--- config.mk ---
export PLATFORM = sky130hd
export DESIGN_NAME = led_frame_ctrl
export DESIGN_NICKNAME = d
export VERILOG_FILES = /design/src/source/params.sv /design/src/source/types.sv /design/src/source/fb_write_if.sv /design/src/source/byte_fifo.sv /design/src/source/cmd_dispatch.sv /design/src/source/cmd_read_row.sv /design/src/source/cmd_fill.sv /design/src/source/framebuffer_ram.sv /design/src/source/led_frame_ctrl.sv
export SDC_FILE = /design/constraint.sdc
export NUM_CORES = 2
export LEC_CHECK = 0
export BUFFER_PORTS_ARGS = -buffer_cell sky130_fd_sc_hd__buf_2
export CAP_MARGIN = 20
export CELL_PAD_IN_SITES_DETAIL_PLACEMENT = 1
export CELL_PAD_IN_SITES_GLOBAL_PLACEMENT = 2
export CORE_MARGIN = 10
export CORE_UTILIZATION = 52
export CTS_CLUSTER_DIAMETER = 50
export DETAILED_ROUTE_END_ITERATION = 16
export PLACE_DENSITY_LB_ADDON = 0.1
export SLEW_MARGIN = 20
export SYNTH_ARGS = -nofsm -noshare
export SYNTH_HDL_FRONTEND = slang
export SYNTH_SLANG_ARGS = --single-unit
--- constraint.sdc ---
create_clock -name clk -period 6.85 [get_ports clk]
set_clock_uncertainty 0.1 [all_clocks]
set_input_delay 1.37 -clock clk [delete_from_list [all_inputs] [get_ports clk]]
set_output_delay 1.37 -clock clk [all_outputs]
set_load 0.03 [all_outputs]
--- src/source/params.sv ---
// Matrix geometry and command opcodes
package params;

    localparam int ROWS = 8;
    localparam int PIXEL_WIDTH = 8;  // Columns per row.
    localparam int BYTES_PER_PIXEL = 3;
    localparam int FB_BYTES = ROWS * PIXEL_WIDTH * BYTES_PER_PIXEL;

    localparam int FIFO_DEPTH = 8;  // Power of two.

    localparam logic [7:0] OP_WRITE_ROW = 8'h01;
    localparam logic [7:0] OP_FILL = 8'h02;

endpackage

--- src/source/types.sv ---
// Framebuffer address types
package types;

    typedef logic [$clog2(params::ROWS)-1:0] row_addr_t;
    typedef logic [$clog2(params::PIXEL_WIDTH)-1:0] col_addr_t;
    typedef logic [$clog2(params::BYTES_PER_PIXEL)-1:0] pixel_addr_t;

    // Row in the top bits, byte within pixel at the bottom.
    typedef struct packed {
        row_addr_t row;
        col_addr_t col;
        pixel_addr_t pixel;
    } fb_addr_t;

endpackage

--- src/source/fb_write_if.sv ---
// Framebuffer write port
interface fb_write_if;

    types::fb_addr_t addr;
    logic [7:0] data;
    logic write_enable;
    logic access_start;  // Toggles once per byte.

    modport writer (
        output addr,
        output data,
        output write_enable,
        output access_start
    );

    modport ram (
        input addr,
        input data,
        input write_enable,
        input access_start
    );

endinterface

--- src/source/byte_fifo.sv ---
// Input byte FIFO
module byte_fifo (
    input logic clk,
    input logic reset,
    input logic [7:0] in_data,
    input logic in_valid,
    input logic pop,
    output logic in_ready,
    output logic [7:0] out_data,
    output logic out_valid
);
    typedef logic [$clog2(params::FIFO_DEPTH)-1:0] ptr_t;
    typedef logic [$clog2(params::FIFO_DEPTH + 1)-1:0] count_t;

    logic [7:0] mem [params::FIFO_DEPTH];
    ptr_t wr_ptr;
    ptr_t rd_ptr;
    count_t count;
    logic push;

    assign push = in_valid && in_ready;
    assign in_ready = count != count_t'(params::FIFO_DEPTH);  // Back-pressure when full.
    assign out_valid = count != '0;
    assign out_data = mem[rd_ptr];

    always_ff @(posedge clk) begin
        if (push) begin
            mem[wr_ptr] <= in_data;
        end
    end

    always_ff @(posedge clk) begin
        if (reset) begin
            wr_ptr <= '0;
            rd_ptr <= '0;
            count <= '0;
        end else begin
            if (push) begin
                wr_ptr <= wr_ptr + 1'b1;  // Wraps naturally.
            end
            if (pop) begin
                rd_ptr <= rd_ptr + 1'b1;
            end
            case ({push, pop})
                2'b10: count <= count + 1'b1;
                2'b01: count <= count - 1'b1;
                default: count <= count;
            endcase
        end
    end

endmodule

--- src/source/cmd_dispatch.sv ---
// Command opcode dispatcher
module cmd_dispatch (
    input logic clk,
    input logic reset,
    input logic [7:0] fifo_data,
    input logic fifo_valid,
    input logic row_done,
    input logic fill_done,
    output logic fifo_pop,
    output logic [7:0] cmd_data,
    output logic row_enable,
    output logic fill_start,
    output logic [7:0] fill_value,
    output logic busy_cmd
);
    typedef enum logic [1:0] {
        ST_IDLE,
        ST_ROW,
        ST_FILL
    } state_t;

    // Row byte plus all pixel bytes of one row.
    typedef logic [$clog2(params::PIXEL_WIDTH * params::BYTES_PER_PIXEL + 2)-1:0] row_cnt_t;

    state_t state;
    row_cnt_t row_cnt;
    logic row_more;
    logic fill_armed;

    assign row_more = row_cnt != row_cnt_t'(params::PIXEL_WIDTH * params::BYTES_PER_PIXEL + 1);
    assign busy_cmd = state != ST_IDLE;

    always_comb begin
        case (state)
            ST_IDLE: fifo_pop = fifo_valid;
            ST_ROW: fifo_pop = fifo_valid && row_more;
            ST_FILL: fifo_pop = fifo_valid && !fill_armed;  // Stall during fill.
            default: fifo_pop = 1'b0;
        endcase
    end

    always_ff @(posedge clk) begin
        if (reset) begin
            state <= ST_IDLE;
            row_cnt <= '0;
            fill_armed <= 1'b0;
            row_enable <= 1'b0;
            fill_start <= 1'b0;
        end else begin
            row_enable <= 1'b0;
            fill_start <= 1'b0;
            case (state)
                ST_IDLE: begin
                    row_cnt <= '0;
                    fill_armed <= 1'b0;
                    if (fifo_pop) begin
                        if (fifo_data == params::OP_WRITE_ROW) begin
                            state <= ST_ROW;
                        end else if (fifo_data == params::OP_FILL) begin
                            state <= ST_FILL;
                        end
                    end
                end
                ST_ROW: begin
                    if (fifo_pop) begin
                        row_enable <= 1'b1;  // Byte follows one cycle later.
                        row_cnt <= row_cnt + 1'b1;
                    end
                    if (row_done) begin
                        state <= ST_IDLE;
                    end
                end
                ST_FILL: begin
                    if (fifo_pop) begin
                        fill_armed <= 1'b1;
                        fill_start <= 1'b1;
                    end
                    if (fill_done) begin
                        state <= ST_IDLE;
                    end
                end
                default: state <= ST_IDLE;
            endcase
        end
    end

    always_ff @(posedge clk) begin
        if (fifo_pop) begin
            cmd_data <= fifo_data;
        end
        if (fifo_pop && state == ST_FILL) begin
            fill_value <= fifo_data;
        end
    end

endmodule

--- src/source/cmd_read_row.sv ---
// Write-row command handler
module cmd_read_row (
    input logic clk,
    input logic reset,
    input logic [7:0] data_in,
    input logic enable,
    fb_write_if.writer fb,
    output logic done
);
    typedef enum logic [1:0] {
        ST_CAPTURE,
        ST_PRIME,
        ST_CONTENT,
        ST_FINISH
    } state_t;

    state_t state;
    logic last_byte;

    // Current write is column 0, byte 1, so the next one is the final byte.
    assign last_byte = fb.addr.col == '0 && fb.addr.pixel == types::pixel_addr_t'(1);

    always_ff @(posedge clk) begin
        if (reset) begin
            state <= ST_CAPTURE;
            fb.addr <= '0;
            fb.write_enable <= 1'b0;
            fb.access_start <= 1'b0;
            done <= 1'b0;
        end else begin
            done <= 1'b0;
            case (state)
                ST_CAPTURE: begin
                    if (enable) begin
                        fb.addr.row <= types::row_addr_t'(data_in);
                        state <= ST_PRIME;
                    end
                end
                ST_PRIME: begin
                    if (enable) begin
                        // Rows are sent from the top column and byte.
                        fb.addr.col <= types::col_addr_t'(params::PIXEL_WIDTH - 1);
                        fb.addr.pixel <= types::pixel_addr_t'(params::BYTES_PER_PIXEL - 1);
                        fb.write_enable <= 1'b1;
                        fb.access_start <= !fb.access_start;
                        state <= ST_CONTENT;
                    end
                end
                ST_CONTENT: begin
                    if (enable) begin
                        fb.access_start <= !fb.access_start;
                        if (fb.addr.pixel == '0) begin
                            fb.addr.pixel <= types::pixel_addr_t'(params::BYTES_PER_PIXEL - 1);
                            fb.addr.col <= fb.addr.col - 1'b1;  // Next column down.
                        end else begin
                            fb.addr.pixel <= fb.addr.pixel - 1'b1;
                        end
                        if (last_byte) begin
                            state <= ST_FINISH;
                        end
                    end
                end
                ST_FINISH: begin
                    fb.write_enable <= 1'b0;
                    done <= 1'b1;
                    state <= ST_CAPTURE;
                end
                default: state <= ST_CAPTURE;
            endcase
        end
    end

    // Pixel bytes ride along with each strobe toggle.
    always_ff @(posedge clk) begin
        if (enable && state != ST_CAPTURE) begin
            fb.data <= data_in;
        end
    end

endmodule

--- src/source/cmd_fill.sv ---
// Fill command handler
module cmd_fill (
    input logic clk,
    input logic reset,
    input logic start,
    input logic [7:0] value,
    fb_write_if.writer fb,
    output logic done
);
    logic active;
    logic pixel_last;
    logic col_last;
    logic row_last;

    assign pixel_last = fb.addr.pixel == types::pixel_addr_t'(params::BYTES_PER_PIXEL - 1);
    assign col_last = fb.addr.col == types::col_addr_t'(params::PIXEL_WIDTH - 1);
    assign row_last = fb.addr.row == types::row_addr_t'(params::ROWS - 1);

    always_ff @(posedge clk) begin
        if (reset) begin
            active <= 1'b0;
            fb.addr <= '0;
            fb.write_enable <= 1'b0;
            fb.access_start <= 1'b0;
            done <= 1'b0;
        end else begin
            done <= 1'b0;
            if (start) begin
                active <= 1'b1;
                fb.addr <= '0;
                fb.write_enable <= 1'b1;
                fb.access_start <= !fb.access_start;  // First byte.
            end else if (active) begin
                if (row_last && col_last && pixel_last) begin
                    active <= 1'b0;
                    fb.write_enable <= 1'b0;
                    done <= 1'b1;
                end else begin
                    fb.access_start <= !fb.access_start;
                    if (pixel_last) begin
                        fb.addr.pixel <= '0;
                        fb.addr.col <= col_last ? '0 : fb.addr.col + 1'b1;
                        if (col_last) begin
                            fb.addr.row <= fb.addr.row + 1'b1;
                        end
                    end else begin
                        fb.addr.pixel <= fb.addr.pixel + 1'b1;
                    end
                end
            end
        end
    end

    always_ff @(posedge clk) begin
        if (start) begin
            fb.data <= value;  // Held for the whole fill.
        end
    end

endmodule

--- src/source/framebuffer_ram.sv ---
// Framebuffer memory
module framebuffer_ram (
    input logic clk,
    input logic reset,
    fb_write_if.ram row_port,
    fb_write_if.ram fill_port,
    input types::fb_addr_t rd_addr,
    output logic [7:0] rd_data
);
    typedef logic [$clog2(params::FB_BYTES)-1:0] index_t;

    logic [7:0] mem [params::FB_BYTES];
    logic row_seen;
    logic fill_seen;
    logic row_req;
    logic fill_req;
    logic req_valid;
    types::fb_addr_t req_addr;
    logic [7:0] req_data;

    function automatic index_t lin_addr(input types::fb_addr_t a);
        return index_t'(a.row) * index_t'(params::PIXEL_WIDTH * params::BYTES_PER_PIXEL)
             + index_t'(a.col) * index_t'(params::BYTES_PER_PIXEL)
             + index_t'(a.pixel);
    endfunction

    assign row_req = row_port.write_enable && (row_port.access_start != row_seen);
    assign fill_req = fill_port.write_enable && (fill_port.access_start != fill_seen);

    always_ff @(posedge clk) begin
        if (reset) begin
            row_seen <= 1'b0;
            fill_seen <= 1'b0;
            req_valid <= 1'b0;
            for (int i = 0; i < params::FB_BYTES; i++) begin
                mem[i] <= '0;  // Blank display.
            end
        end else begin
            row_seen <= row_port.access_start;
            fill_seen <= fill_port.access_start;
            req_valid <= row_req || fill_req;
            if (req_valid) begin
                mem[lin_addr(req_addr)] <= req_data;
            end
        end
    end

    // Handlers never overlap, row port wins anyway.
    always_ff @(posedge clk) begin
        if (row_req) begin
            req_addr <= row_port.addr;
            req_data <= row_port.data;
        end else if (fill_req) begin
            req_addr <= fill_port.addr;
            req_data <= fill_port.data;
        end
    end

    always_ff @(posedge clk) begin
        rd_data <= mem[lin_addr(rd_addr)];
    end

endmodule

--- src/source/led_frame_ctrl.sv ---
// LED matrix framebuffer
// Command front end
module led_frame_ctrl (
    input logic clk,
    input logic reset,
    input logic [7:0] in_data,
    input logic in_valid,
    output logic in_ready,
    input types::fb_addr_t rd_addr,
    output logic [7:0] rd_data,
    output logic busy
);
    logic [7:0] fifo_data;
    logic fifo_valid;
    logic fifo_pop;
    logic [7:0] cmd_data;
    logic row_enable;
    logic row_done;
    logic fill_start;
    logic [7:0] fill_value;
    logic fill_done;
    logic busy_cmd;

    fb_write_if row_fb ();
    fb_write_if fill_fb ();

    assign busy = busy_cmd || fifo_valid;  // Pending bytes count as busy.

    byte_fifo byte_fifo_inst (
        .clk(clk),
        .reset(reset),
        .in_data(in_data),
        .in_valid(in_valid),
        .pop(fifo_pop),
        .in_ready(in_ready),
        .out_data(fifo_data),
        .out_valid(fifo_valid)
    );

    cmd_dispatch cmd_dispatch_inst (
        .clk(clk),
        .reset(reset),
        .fifo_data(fifo_data),
        .fifo_valid(fifo_valid),
        .row_done(row_done),
        .fill_done(fill_done),
        .fifo_pop(fifo_pop),
        .cmd_data(cmd_data),
        .row_enable(row_enable),
        .fill_start(fill_start),
        .fill_value(fill_value),
        .busy_cmd(busy_cmd)
    );

    cmd_read_row cmd_read_row_inst (
        .clk(clk),
        .reset(reset),
        .data_in(cmd_data),
        .enable(row_enable),
        .fb(row_fb.writer),
        .done(row_done)
    );

    cmd_fill cmd_fill_inst (
        .clk(clk),
        .reset(reset),
        .start(fill_start),
        .value(fill_value),
        .fb(fill_fb.writer),
        .done(fill_done)
    );

    framebuffer_ram framebuffer_ram_inst (
        .clk(clk),
        .reset(reset),
        .row_port(row_fb.ram),
        .fill_port(fill_fb.ram),
        .rd_addr(rd_addr),
        .rd_data(rd_data)
    );

endmodule

After elaboration in Yosys (flattened, before gate mapping)
Memories as Yosys holds them, arrays and structs flattened. A register that Yosys moved wholly into a read port is not among the register bits.
Cells that the tools add are included.
{"block": "classes", "add_sub_neg": 14, "mul": 4, "eq_ne": 29, "mux": 54, "n_bitwise": 4, "reduce_logical": 50}
{"op": "8-bit two-way mux", "count": 6}
{"op": "1-bit two-way mux", "count": 22}
{"op": "2-bit two-way mux", "count": 11}
{"op": "3-bit by 2-bit multiplier with 5-bit output (second input constant)", "count": 4}
{"op": "5-bit one-hot mux with 2 select lines", "count": 2}
{"op": "2-bit nonzero test", "count": 10}
{"op": "8-bit by 2-bit adder with 8-bit output", "count": 2}
{"op": "8-bit by 5-bit adder with 8-bit output", "count": 2}
{"op": "2-bit AND reduction", "count": 8}
{"op": "4-bit AND reduction", "count": 4}
{"op": "5-bit two-way mux", "count": 3}
{"op": "2-bit inequality test (second input constant)", "count": 7}
{"op": "3-bit by 1-bit adder with 3-bit output (second input constant)", "count": 4}
{"op": "3-bit two-way mux", "count": 4}
{"op": "2-bit equality test (second input constant)", "count": 5}
{"op": "1-bit logical AND", "count": 10}
{"op": "2-bit by 1-bit equality test with 1-bit output (second input constant)", "count": 4}
{"op": "8-bit by 1-bit equality test with 1-bit output (second input constant)", "count": 1}
{"op": "8-bit by 2-bit equality test with 1-bit output (second input constant)", "count": 1}
{"op": "2-bit by 1-bit inequality test with 1-bit output (second input constant)", "count": 4}
{"op": "2-bit one-hot mux with 4 select lines", "count": 1}
{"op": "4-bit one-hot mux with 2 select lines", "count": 1}
{"op": "2-bit OR reduction", "count": 4}
{"op": "8-bit OR reduction", "count": 1}
{"op": "other kinds (22)", "count": 34}
{"block": "totals", "ff_bits": 96, "ram_bits": 1600, "input_bits": 19, "output_inout_bits": 10, "wordCells": 190, "mem_count": 2}
{"name": "framebuffer_ram_inst.mem", "depth": 192, "word_bits": 8, "rd": 1, "rd_ports_with_merged_regs": 1, "wr": 192, "line_no": "framebuffer_ram.sv:12", "source": "logic [7:0] mem [params::FB_BYTES];"}
{"name": "byte_fifo_inst.mem", "depth": 8, "word_bits": 8, "rd": 1, "rd_ports_with_merged_regs": 1, "wr": 1, "line_no": "byte_fifo.sv:15", "source": "logic [7:0] mem [params::FIFO_DEPTH];"}

Longest topological paths before layout
{"block": "logic_depth", "depth_word": 6, "depth_mapped": 15, "ltp_nobuf": 14}

Cells and area by module
From an unflattened synthesis, not the netlist that was laid out.
{"block": "unflattened", "hier_cells": 6150, "area_unflattened_um2": 99619.3}
{"module": "framebuffer_ram", "instances": 1, "cells_each": 5743, "area_per_inst_um2": 93611.0, "seq_area_each_um2": 62199.7}
{"module": "byte_fifo", "instances": 1, "cells_each": 164, "area_per_inst_um2": 3118.0, "seq_area_each_um2": 2182.1}
{"module": "cmd_dispatch", "instances": 1, "cells_each": 91, "area_per_inst_um2": 1118.6, "seq_area_each_um2": 680.7}
{"module": "cmd_read_row", "instances": 1, "cells_each": 82, "area_per_inst_um2": 937.1, "seq_area_each_um2": 500.5}
{"module": "cmd_fill", "instances": 1, "cells_each": 69, "area_per_inst_um2": 828.3, "seq_area_each_um2": 480.5}
{"module": "led_frame_ctrl", "instances": 1, "cells_each": 1, "area_per_inst_um2": 6.3, "seq_area_each_um2": 0.0}

Worst setup path after synthesis
No wires, ideal clock.
{"block": "synth_timing", "path_kind": "input-to-reg", "startpoint": "input rd_addr[1] (netlist bit)", "endpoint": "register framebuffer_ram_inst.rd_data[0] (read register of framebuffer_ram_inst.mem)", "setup_ns": 0.141, "t_arrival_ns": 4.543, "required_ns": 6.609, "path_slack_ns": 2.066, "path_stages": 11, "path_buffers": 2, "path_cell_list": "fa_1 ha_1 inv_1 fa_1 buf_2 clkbuf_1 mux4_2 mux4_2 a211o_1 a22oi_1 o311ai_0"}
{"block": "synth_between", "elab_chain_len": 1}
{"element": "start, declared", "line_no": "led_frame_ctrl.sv:9", "source": "input types::fb_addr_t rd_addr,"}
{"element": "8-bit by 2-bit adder with 8-bit output", "line_no": "framebuffer_ram.sv:24", "source": "+ index_t'(a.pixel);"}
{"element": "end, declared", "line_no": "framebuffer_ram.sv:8", "source": "output logic [7:0] rd_data"}
Every way passes these cells.
A chain may end at the register's enable or synchronous reset.

==> results.sh <==
export IMPL_routed_wl_um=296000
export IMPL_yosysWarnings=0
export IMPL_die_x_um=457
export IMPL_grt_busiest_layer="met2"
export IMPL_die_area_um2=209000
export IMPL_grt_max_degree=197
export IMPL_io_pins=29
export IMPL_ant_nets=0
export IMPL_synth_cell_type_count=78
export IMPL_syn_instance_count=6245
export IMPL_synth_edf_count=2160
export IMPL_setup_slack_ns=1.22
export IMPL_die_y_um=457
export IMPL_place_ws_ns=0.741
export IMPL_grtUsageMet3_pct=5.03
export IMPL_clk_pin_slew_ns=0.06
export IMPL_cts_tree="built"
export IMPL_portBuffers=28
export IMPL_setup_viol_count_final=0
export IMPL_post_cts_buffers=0
export IMPL_fin_util_pct=57.9
export IMPL_drive_above_1_share_pct=20.7
export IMPL_fin_crit_ns=5.63
export IMPL_post_cts_resized=0
export IMPL_drcViolationCount=0
export IMPL_dp_hpwl_um=187000
export IMPL_vias=56500
export IMPL_timing_hold_ws_ns=0.315
export IMPL_start_util_pct=52.2
export IMPL_hold_buffers=0
export IMPL_status="complete, no violations"
export IMPL_place_congestion=0.868
export IMPL_area_growth_pct=10.9
export IMPL_synthFlopType="edfxtp_1"
export IMPL_synth_area_leader_cell="edfxtp_1"
export IMPL_path_class="flop to flop"
export IMPL_first_pass_iters=6
export IMPL_worst_slew_pin_slew_ns=1.27
export IMPL_leakagePower_nw=40.5
export IMPL_yosysTopAreaCellShare_pct=65.4
export IMPL_fin_nets=6268
export IMPL_final_cell_mix="2,160 x edfxtp_1, 1,036 x and2_1, 523 x mux4_2, 521 x and3_1, 272 x nor2_1"
export IMPL_stdcell_area_um2=110000
export IMPL_layout_commonest_cell="edfxtp_1"
export IMPL_timing_hold_violations_final=0
export IMPL_slew_headroom_pct=15.2
export IMPL_drt_iter0_markers=6477
export IMPL_met1_usage_pct=38.9
export IMPL_nFillCells=16900
export IMPL_async_flop_share_pct=0
export IMPL_placed_area_um2=102000
export IMPL_clk_latency_ns=0.88
export IMPL_min_path_type="flop to flop"
export IMPL_cp_max_fo=16
export IMPL_cts_sinks=2219
export IMPL_root_buffer="clkbuf_16"
export IMPL_grt_setup_unrepaired="no"
export IMPL_met2_usage_pct=44.9
export IMPL_num_rows=160
export IMPL_cts_buffers_inserted=241
export IMPL_syn_avg_cell_area_um2=15.9
export IMPL_regArea_um2=66000
export IMPL_grt_ovfl_total=0
export IMPL_ys_ff_latch=2219
export IMPL_final_setup_tns_ns=0
export IMPL_wl_per_cell_um=33.2
export IMPL_critPathCaptureType="flop"
export IMPL_period_share_pct=82.3
export IMPL_r2r_slack_ns=1.22
export IMPL_cts_buffer_depth=3
export IMPL_routed_via_density=6.34
export IMPL_grt_usage_pct=28.1
export IMPL_syn_nets=6314
export IMPL_grt_pass1_vias=58300
export IMPL_core_um2=190000
export IMPL_critical_path_arrival_ns=6.08
export IMPL_multiInputGateArea_um2=30600
export IMPL_ctsHtreeMaxLevel=4
export IMPL_antenna_found_initial=16
export IMPL_peakVddDrop_v=0.000283
export IMPL_required_ns=7.30
export IMPL_slew_violations=0
export IMPL_startpoint_type="flop"
export IMPL_maxCapViolCount=0
export IMPL_synthTopCellsByArea="edfxtp_1 65%, mux4_2 12%, and2_1 6.5%"
export IMPL_yosysSeqAreaShare_pct=66.6
export IMPL_netlist_area_um2=99200
export IMPL_max_freq_ghz=0.177
export IMPL_grt_pass1_wl_um=431000
export IMPL_powerDensity_nw_per_um2=302
## cells in the mapped netlist (14+ instances only)
cell / n
a221oi_1: 20
buf_6: 39
and2_1: 1035
ha_1: 44
clkbuf_1: 375
mux2i_1: 154
nor2_1: 289
mux4_2: 523
a22oi_1: 14
buf_4: 25
dfxtp_1: 59
nor3_1: 43
buf_2: 78
xor2_1: 15
nand2_1: 161
o21ai_0: 41
a21oi_1: 77
edfxtp_1: 2160
or2_2: 132
a21o_1: 70
inv_1: 31
and3_1: 521
nand4_1: 22
mux2_2: 26
o221ai_1: 32
o22ai_1: 37
nand3_1: 43
## flip-flops by register name, indices dropped and copies added (netlist names), 3 cells and up, named ones only
name,count
cmd_fill_inst.fb.data,8
framebuffer_ram_inst.req_data,8
byte_fifo_inst.count,4
cmd_read_row_inst.fb.addr,8
framebuffer_ram_inst.mem,2048
cmd_dispatch_inst.cmd_data,8
byte_fifo_inst.rd_ptr,3
framebuffer_ram_inst.req_addr,8
cmd_dispatch_inst.row_cnt,5
byte_fifo_inst.wr_ptr,3
cmd_fill_inst.fb.addr,8
cmd_dispatch_inst.fill_value,8
cmd_read_row_inst.fb.data,8
byte_fifo_inst.mem,64
framebuffer_ram_inst.rd_data,8
## power by group
part / switching (mW) / internal (mW) / total (mW)
combinational: 3.02 / 1.80 / 4.82
clock: 5.50 / 7.44 / 12.9
sequential: 0.249 / 15.3 / 15.5
total: 8.77 / 24.5 / 33.3
## final timing paths
check	start	end	cells after the start
setup / recovery	framebuffer_ram_inst.req_addr[1]$_DFFE_PP_	framebuffer_ram_inst.mem[52][5]$_SDFFCE_PN0P_	11
hold / removal	cmd_dispatch_inst.cmd_data[7]$_DFFE_PP_	cmd_read_row_inst.fb.data[7]$_DFFE_PP_	0
hold reg to reg	cmd_dispatch_inst.cmd_data[7]$_DFFE_PP_	cmd_read_row_inst.fb.data[7]$_DFFE_PP_	0
setup reg to reg	framebuffer_ram_inst.req_addr[1]$_DFFE_PP_	framebuffer_ram_inst.mem[52][5]$_SDFFCE_PN0P_	11
## per-stage QoR
step | cells | total power [mW]
global placement | 8465 | 20.5
detailed placement | 8465 | 20.6
global route | 8912 | 34.2
CTS | 8906 | 33.4
finish | 8915 | 33.3
floorplan | 6245 | 18.6
## metal layers
metal,vias up,part of all wire (%)
met5,-,0.021
met3,491,7.5
li1,23800,-
met1,30000,41
met4,10,4.0
met2,2208,48
## logic make-up after synthesis
group / synth area share, %
buffers and inverters: 2.73
multiplexers: 13.8
XOR/XNOR: 0.266
AO/OA/AOI/OAI: 2.65
AND/OR/NAND/NOR: 13.3
adder cells (fa/ha/maj): 0.676
flip-flops: 66.6
## critical path, stage by stage, from the launching register on
cell and delay, ns:
edfxtp_1 0.39, fa_1 0.54, ha_1 0.16, inv_1 0.06, fa_1 0.48, nor2b_1 0.14, o21a_1 0.15, o21ai_0 0.15
a21oi_1 0.89, nand4_1 0.98, nor2_1 0.87, or2_2 0.40
## cell type report
type | count | share of cell area [%]
clock inverters | 135 | 1.25
multi-input cells | 3461 | 27.8
clock buffers | 306 | 5.84
repair buffers | 244 | 2.05
diodes | 7 | 0.0159
flip-flops and latches | 2219 | 60.0
inverters | 32 | 0.110
well taps | 2511 | 2.86
(Power assumes the default switching activity.)
